--- config.mk ---
export PLATFORM = sky130hd
export DESIGN_NAME = ddr2pe_config_top
export DESIGN_NICKNAME = d
export VERILOG_FILES = /design/src/logic/cfg_pkg.sv /design/src/logic/slot_cmd_if.sv /design/src/logic/buf_launcher.sv /design/src/logic/ddr2pe_config_top.sv /design/src/logic/ins_decoder.sv /design/src/logic/issue_tracker.sv
export VERILOG_INCLUDE_DIRS = /design/src /design/src/logic
export SDC_FILE = /design/constraint.sdc
export NUM_CORES = 1
export LEC_CHECK = 0
export BUFFER_PORTS_ARGS = -buffer_cell sky130_fd_sc_hd__buf_2
export CAP_MARGIN = 20
export CORE_MARGIN = 5
export CORE_UTILIZATION = 45
export DETAILED_ROUTE_END_ITERATION = 10
export PLACE_DENSITY = 0.75
export SLEW_MARGIN = 20
export SYNTH_ARGS = -nofsm -noshare
export SYNTH_HDL_FRONTEND = slang
export SYNTH_SLANG_ARGS = --single-unit
--- constraint.sdc ---
create_clock -name clk -period 5.9 [get_ports clk]
set_input_delay 0.295 -clock clk [delete_from_list [all_inputs] [get_ports clk]]
set_output_delay 0.295 -clock clk [all_outputs]
set_load 0.01 [all_outputs]
--- src/logic/cfg_settings.svh ---
`ifndef CFG_SETTINGS_SVH
`define CFG_SETTINGS_SVH

// ====================
// array geometry
// ====================
`define PE_NUM      32
`define BUF_NUM     4

// ====================
// instruction layout
// ====================
`define INS_W       64
`define OPC_LSB     58
`define BID_LSB     52
`define BID_W       6
`define SIZE_LSB    32

// buffer configuration widths
`define MODE_W      4
`define CNT_W       8

// layer_type[2:1] value of a pooling layer
`define POOL_KIND   2

`endif

--- src/logic/cfg_pkg.sv ---
package cfg_pkg;

    // load instruction opcodes
    // anything else counts as a non-read opcode
    typedef enum logic [3:0] {
        RD_OP_D  = 4'd0,
        RD_OP_G  = 4'd1,
        RD_OP_DW = 4'd2,
        WR_OP    = 4'd8
    } opcode_e;

    // buffer classes, also the slot order of the launcher array
    typedef enum logic [1:0] {
        BUF_I = 2'd0,
        BUF_D = 2'd1,
        BUF_P = 2'd2,
        BUF_A = 2'd3
    } buf_idx_e;

    // instruction issue tracking
    typedef enum logic [1:0] {
        TRK_IDLE = 2'd0,
        TRK_CONF = 2'd1,
        TRK_WORK = 2'd2
    } trk_state_e;

endpackage

--- src/logic/slot_cmd_if.sv ---
`timescale 1ns/1ps
`include "cfg_settings.svh"

// one buffer's decoded command, valid in the accept cycle only
interface slot_cmd_if;
    logic                sel;
    logic [`MODE_W-1:0]  mode;
    logic [`CNT_W-1:0]   count;
    logic [`PE_NUM-1:0]  mask;

    modport src (
        output sel,
        output mode,
        output count,
        output mask
    );

    modport dst (
        input sel,
        input mode,
        input count,
        input mask
    );
endinterface

--- src/logic/buf_launcher.sv ---
`timescale 1ns/1ps
`include "cfg_settings.svh"

module buf_launcher
    import cfg_pkg::*;
(
    input  logic                clk,
    input  logic                rst,
    input  logic                accept,
    slot_cmd_if.dst             cmd,
    input  logic                done,
    output logic                start,
    output logic [`MODE_W-1:0]  mode,
    output logic [`CNT_W-1:0]   count,
    output logic [`PE_NUM-1:0]  mask,
    output logic                busy
);

    logic launch;
    logic done_q;
    logic done_rise;

    assign launch    = accept & cmd.sel;
    assign done_rise = done & ~done_q;

    // ====================
    // config + start
    // ====================
    always_ff @(posedge clk) begin
        if (rst) begin
            start <= 1'b0;
            mode  <= '0;
            count <= '0;
            mask  <= '0;
        end else begin
            start <= launch;
            // unselected slots hold the last config
            if (launch) begin
                mode  <= cmd.mode;
                count <= cmd.count;
                mask  <= cmd.mask;
            end
        end
    end

    // ====================
    // busy tracking
    // ====================
    always_ff @(posedge clk) begin
        if (rst) begin
            done_q <= 1'b0;
        end else begin
            done_q <= done;
        end
    end

    // set wins; a new launch only happens with every slot idle
    always_ff @(posedge clk) begin
        if (rst) begin
            busy <= 1'b0;
        end else if (launch) begin
            busy <= 1'b1;
        end else if (done_rise) begin
            busy <= 1'b0;
        end
    end

endmodule

--- src/logic/ddr2pe_config_top.sv ---
`timescale 1ns/1ps
`include "cfg_settings.svh"

module ddr2pe_config_top
    import cfg_pkg::*;
(
    input  logic                clk,
    input  logic                rst,

    input  logic [`MODE_W-1:0]  layer_type,
    input  logic                ins_valid,
    output logic                ins_ready,
    input  logic [`INS_W-1:0]   ins,

    output logic                i_start,
    input  logic                i_done,
    output logic [`MODE_W-1:0]  i_mode,
    output logic [`CNT_W-1:0]   i_count,
    output logic [`PE_NUM-1:0]  i_mask,
    output logic                i_busy,

    output logic                d_start,
    input  logic                d_done,
    output logic [`MODE_W-1:0]  d_mode,
    output logic [`CNT_W-1:0]   d_count,
    output logic [`PE_NUM-1:0]  d_mask,
    output logic                d_busy,

    output logic                p_start,
    input  logic                p_done,
    output logic [`MODE_W-1:0]  p_mode,
    output logic [`CNT_W-1:0]   p_count,
    output logic [`PE_NUM-1:0]  p_mask,
    output logic                p_busy,

    output logic                a_start,
    input  logic                a_done,
    output logic [`MODE_W-1:0]  a_mode,
    output logic [`CNT_W-1:0]   a_count,
    output logic [`PE_NUM-1:0]  a_mask,
    output logic                a_busy
);

    logic                accept;
    logic [`BUF_NUM-1:0] start_vec;
    logic [`BUF_NUM-1:0] done_vec;
    logic [`BUF_NUM-1:0] busy_vec;
    logic [`MODE_W-1:0]  mode_arr  [`BUF_NUM];
    logic [`CNT_W-1:0]   count_arr [`BUF_NUM];
    logic [`PE_NUM-1:0]  mask_arr  [`BUF_NUM];

    slot_cmd_if cmd [`BUF_NUM] ();

    ins_decoder u_decoder (
        .ins        (ins),
        .layer_type (layer_type),
        .ins_valid  (ins_valid),
        .ins_ready  (ins_ready),
        .accept     (accept),
        .cmd        (cmd)
    );

    // one launcher per buffer class, slot order from buf_idx_e
    for (genvar g = 0; g < `BUF_NUM; g++) begin : g_buf
        buf_launcher u_launcher (
            .clk    (clk),
            .rst    (rst),
            .accept (accept),
            .cmd    (cmd[g]),
            .done   (done_vec[g]),
            .start  (start_vec[g]),
            .mode   (mode_arr[g]),
            .count  (count_arr[g]),
            .mask   (mask_arr[g]),
            .busy   (busy_vec[g])
        );
    end

    issue_tracker u_tracker (
        .clk       (clk),
        .rst       (rst),
        .accept    (accept),
        .busy      (busy_vec),
        .ins_ready (ins_ready)
    );

    // ====================
    // port groups
    // ====================
    assign done_vec = {a_done, p_done, d_done, i_done};

    assign i_start = start_vec[BUF_I];
    assign i_mode  = mode_arr[BUF_I];
    assign i_count = count_arr[BUF_I];
    assign i_mask  = mask_arr[BUF_I];
    assign i_busy  = busy_vec[BUF_I];

    assign d_start = start_vec[BUF_D];
    assign d_mode  = mode_arr[BUF_D];
    assign d_count = count_arr[BUF_D];
    assign d_mask  = mask_arr[BUF_D];
    assign d_busy  = busy_vec[BUF_D];

    assign p_start = start_vec[BUF_P];
    assign p_mode  = mode_arr[BUF_P];
    assign p_count = count_arr[BUF_P];
    assign p_mask  = mask_arr[BUF_P];
    assign p_busy  = busy_vec[BUF_P];

    assign a_start = start_vec[BUF_A];
    assign a_mode  = mode_arr[BUF_A];
    assign a_count = count_arr[BUF_A];
    assign a_mask  = mask_arr[BUF_A];
    assign a_busy  = busy_vec[BUF_A];

endmodule

--- src/logic/ins_decoder.sv ---
`timescale 1ns/1ps
`include "cfg_settings.svh"

module ins_decoder
    import cfg_pkg::*;
(
    input  logic [`INS_W-1:0]   ins,
    input  logic [`MODE_W-1:0]  layer_type,
    input  logic                ins_valid,
    input  logic                ins_ready,
    output logic                accept,
    slot_cmd_if.src             cmd [`BUF_NUM]
);

    opcode_e             opcode;
    logic [`BID_W-1:0]   buf_id;
    logic [`CNT_W-1:0]   size;
    logic                pool;
    logic [`PE_NUM-1:0]  one_hot;
    logic [`PE_NUM-1:0]  quad;
    logic [`PE_NUM-1:0]  pe_mask;
    logic [`BUF_NUM-1:0] sel;
    logic [`PE_NUM-1:0]  mask [`BUF_NUM];

    // ====================
    // instruction fields
    // ====================
    assign accept = ins_valid & ins_ready;

    assign opcode = opcode_e'(ins[`OPC_LSB +: $bits(opcode_e)]);
    assign buf_id = ins[`BID_LSB +: `BID_W];
    assign size   = ins[`SIZE_LSB +: `CNT_W];
    assign pool   = (layer_type[2:1] == `POOL_KIND);

    // ====================
    // PE mask
    // ====================
    // shifts past the top fall off, so large ids give zero bits
    assign one_hot = {{(`PE_NUM-1){1'b0}}, 1'b1} << buf_id;
    assign quad    = {{(`PE_NUM-4){1'b0}}, 4'hf} << {buf_id, 2'b00};
    assign pe_mask = layer_type[0] ? one_hot : quad;

    // ====================
    // buffer selection
    // ====================
    always_comb begin
        sel        = '0;
        sel[BUF_I] = (opcode == RD_OP_DW);
        sel[BUF_D] = (opcode == RD_OP_D) || (opcode == RD_OP_G);
        sel[BUF_P] = ((opcode == RD_OP_G) && pool) ||
                     ((opcode == RD_OP_DW) && !pool);
        sel[BUF_A] = pool && (opcode != RD_OP_D) && (opcode != RD_OP_G);
    end

    // data buffer always spans the whole array
    assign mask[BUF_I] = pe_mask;
    assign mask[BUF_D] = '1;
    assign mask[BUF_P] = pe_mask;
    assign mask[BUF_A] = pe_mask;

    // same mode and count for every slot
    for (genvar g = 0; g < `BUF_NUM; g++) begin : g_cmd
        assign cmd[g].sel   = sel[g];
        assign cmd[g].mode  = layer_type;
        assign cmd[g].count = size;
        assign cmd[g].mask  = mask[g];
    end

endmodule

--- src/logic/issue_tracker.sv ---
`timescale 1ns/1ps
`include "cfg_settings.svh"

module issue_tracker
    import cfg_pkg::*;
(
    input  logic                clk,
    input  logic                rst,
    input  logic                accept,
    input  logic [`BUF_NUM-1:0] busy,
    output logic                ins_ready
);

    trk_state_e state;
    trk_state_e state_nxt;

    always_comb begin
        state_nxt = state;
        case (state)
            TRK_IDLE: begin
                if (accept) begin
                    state_nxt = TRK_CONF;
                end
            end
            // one cycle for the launchers' busy bits to appear
            TRK_CONF: begin
                state_nxt = TRK_WORK;
            end
            TRK_WORK: begin
                if (busy == '0) begin
                    state_nxt = TRK_IDLE;
                end
            end
            default: begin
                state_nxt = TRK_IDLE;
            end
        endcase
    end

    always_ff @(posedge clk) begin
        if (rst) begin
            state <= TRK_IDLE;
        end else begin
            state <= state_nxt;
        end
    end

    // next instruction only once the previous one has drained
    assign ins_ready = (state == TRK_IDLE);

endmodule

==> impl_metrics.toml <==
[worst_setup_path]
worstSetupStartpointType = "flop"
cp_top_family = "simple AND/OR/NAND/NOR gates"
reg2reg_depth = 4
path_max_fanout = 46
crit_path_top_delay_cell = "or3_2"
path_cells = "or3b_1, or3_2, or3_1, a21oi_1"
crit_type = "flop to flop"
critPathCaptureType = "flop"
slowest_delay_ns = 0.96
required_ns = 6.24
cp.depth = 4
crit_arrival_ns = 2.93
critPathBufInv = 0

[floorplan]
ioPinCount = 260
die_area_um2 = 17200
coreArea_um2 = 14500
start_util_pct = 45.6
die_x_um = 131
fp.dieH_um = 131
rows = 44

[place]
placed_cells = 1124
dp_hpwl_um = 12600
globalplace.congestion = 0.771
port_buffers = 213

[yosys]
yosysSeqAreaShare_pct = 48.2
yosysTopAreaCell = "dfxtp_1"
synth_fp_nets = 907
synth_ff_type = "dfxtp_1"
synth_top_area_share_pct = 48.2
synthArstFlopShare_pct = 0
syn_area_um2 = 6610
synthCells = 832
synth_edf_count = 0
yosysWarnings = 0
ys_seq_elements = 159
yosys-top-cells-area = "dfxtp_1 48%, a21oi_1 11%, nand2_1 9.5%, clkbuf_1 4.3%, nand3_1 3.8%"
synth_area_per_cell_um2 = 7.94
synth_cell_types = 48

[final_layout]
drive_above_1_share_pct = 27.5
multi_input_comb_area_um2 = 2880
diodes = 0
nNetsFinal = 1034
layout_commonest_cell = "buf_2"
finalNonFillerCells = 1155
mostFrequentLayoutCells = "212 x buf_2, 167 x nand2_1, 159 x dfxtp_1, 143 x a21oi_1, 50 x nand3_1"
fillCellCount = 1371
area_growth_pct = 21.4
ff_latch_area_um2 = 3180

[timing]
finalCritPeriodShare_pct = 44.0
max_slew_margin_pct = 31.7
skew_ns = 0.00560
finalSetupViolCount = 0
setup_tns_ns = 0
rsz0062_at_grt = "false"
fmax_ghz = 0.385
min_period_ns = 2.59
slew_violations = 0
worst_pin_slew_ns = 0.998
final_hold_viol_count = 0

[run_status]
status = "complete, no violations"

[drt]
ant_nets = 0
first_pass_iters = 5
met1_length_um = 8790
wl_met2_um = 9230
topRoutingLayerUsed = "met4"
drtIter0Drc = 454
routed_wl_um = 19900
routed-wl-met3_um = 1590
via_per_inst = 5.48
vias = 6334
avgRoutedWirePerCell_um = 17.2
drc_errors = 0

[grt]
grt_pass1_wl_um = 31700
grt_pass1_vias = 5865
grt_max_degree = 96
antenna_found_initial = 0
overflow = 0
grt_usage_pct = 22.3

[pwr]
leakagePower_nw = 3.30
p_per_area_nw_per_um2 = 294
ir_drop_uv = 173

[clock_tree]
clock_latency_ns = 0.42
numCtsBuffers = 17
post_cts_buffers = 0
cts_buffer_depth = 2
postCtsHoldBufs = 0
cts.reportedPaths.clkPinSlew_ns = 0.06
ctsRootBufferMaster = "clkbuf_16"
htree_levels = 4
cts_sinks = 159
cts_resized = 0
cts_tree = "done"

[run]
cap_viol_max_count = 0

[min_path]
hold_depth = 3
worstHoldPathType = "input pin to flop"
[path summary, 6_finish.rpt]
path	slack [ns]	start	end
max	3.31	u_tracker.state[1]$_SDFFE_PP0P_	g_buf[3].u_launcher.mask[24]$_SDFFE_PP0P_
min	0.11	d_done	g_buf[1].u_launcher.done_q$_SDFF_PP0_
max reg2reg	3.31	u_tracker.state[1]$_SDFFE_PP0P_	g_buf[3].u_launcher.mask[24]$_SDFFE_PP0P_
min reg2reg	0.45	g_buf[0].u_launcher.mask[26]$_SDFFE_PP0P_	g_buf[0].u_launcher.mask[26]$_SDFFE_PP0P_
[report_power, final]
part / internal, mW / switching [mW]
Clock: 0.663 / 0.438
Combinational: 0.0445 / 0.121
Sequential: 1.09 / 0.00687
Total: 1.79 / 0.566
[synth_stat cells (10+ instances only)]
cell type / count
nand2_1: 167
dfxtp_1: 159
a21oi_1: 143
clkbuf_1: 75
nand3_1: 50
buf_4: 31
nor2_1: 27
o21ai_0: 27
o21ai_1: 19
or3_1: 12
a211oi_1: 11
nor3_1: 10
[worst reg2reg max path, delay by kind of cell, from the launching register on]
kind | cells | cell delay (ns)
simple gates | 3 | 2.04
flops | 1 | 0.33
compound gates | 1 | 0.15
[state kept, by name, summed over array words and instances, names as in the netlist]
name                     cells
g_buf.u_launcher.busy        4
g_buf.u_launcher.count      32
g_buf.u_launcher.mask       97
g_buf.u_launcher.mode       16
g_buf.u_launcher.done_q      4
u_tracker.state              2
g_buf.u_launcher.start       4
[per-stage QoR]
stage | utilization [%] | worst slack, ns | hold slack (ns) | area (um2) | power, mW
after floorplan | - | 4.00 | 0.423 | 6610 | 1.23
after global placement | 51.3 | 3.32 | 0.436 | 7430 | 1.28
after detailed placement | 51.3 | 3.29 | 0.441 | 7430 | 1.28
after CTS | 55.4 | 3.31 | 0.0915 | 8020 | 2.37
after global routing | 55.4 | 3.18 | 0.101 | 8020 | 2.43
final | 55.4 | 3.31 | 0.110 | 8020 | 2.36
[per-layer routing]
| layer | track usage, % | up-vias |
|---|---|---|
| met5 | 0 | - |
| met4 | 7.04 | 0 |
| met3 | 7.03 | 19 |
| li1 | - | 3082 |
| met1 | 29.5 | 2979 |
| met2 | 34.7 | 254 |
[layout make-up]
type | instances | area share (%)
well taps | 184 | 2.87
repair buffers | 218 | 13.8
flip-flops and latches | 159 | 39.7
clock inverters | 10 | 1.39
inverters | 7 | 0.328
clock buffers | 21 | 5.99
multi-input cells | 556 | 36.0
[kinds of logic after synthesis]
family / after synthesis / share of synthesized area, %
AND/OR/NAND/NOR: 332 / 24.4
AO/OA/AOI/OAI: 215 / 17.4
flip-flops: 159 / 48.2
buffers and inverters: 117 / 8.68
XOR/XNOR: 5 / 0.663
multiplexers: 4 / 0.625
Power figures use the tool's default switching activity.
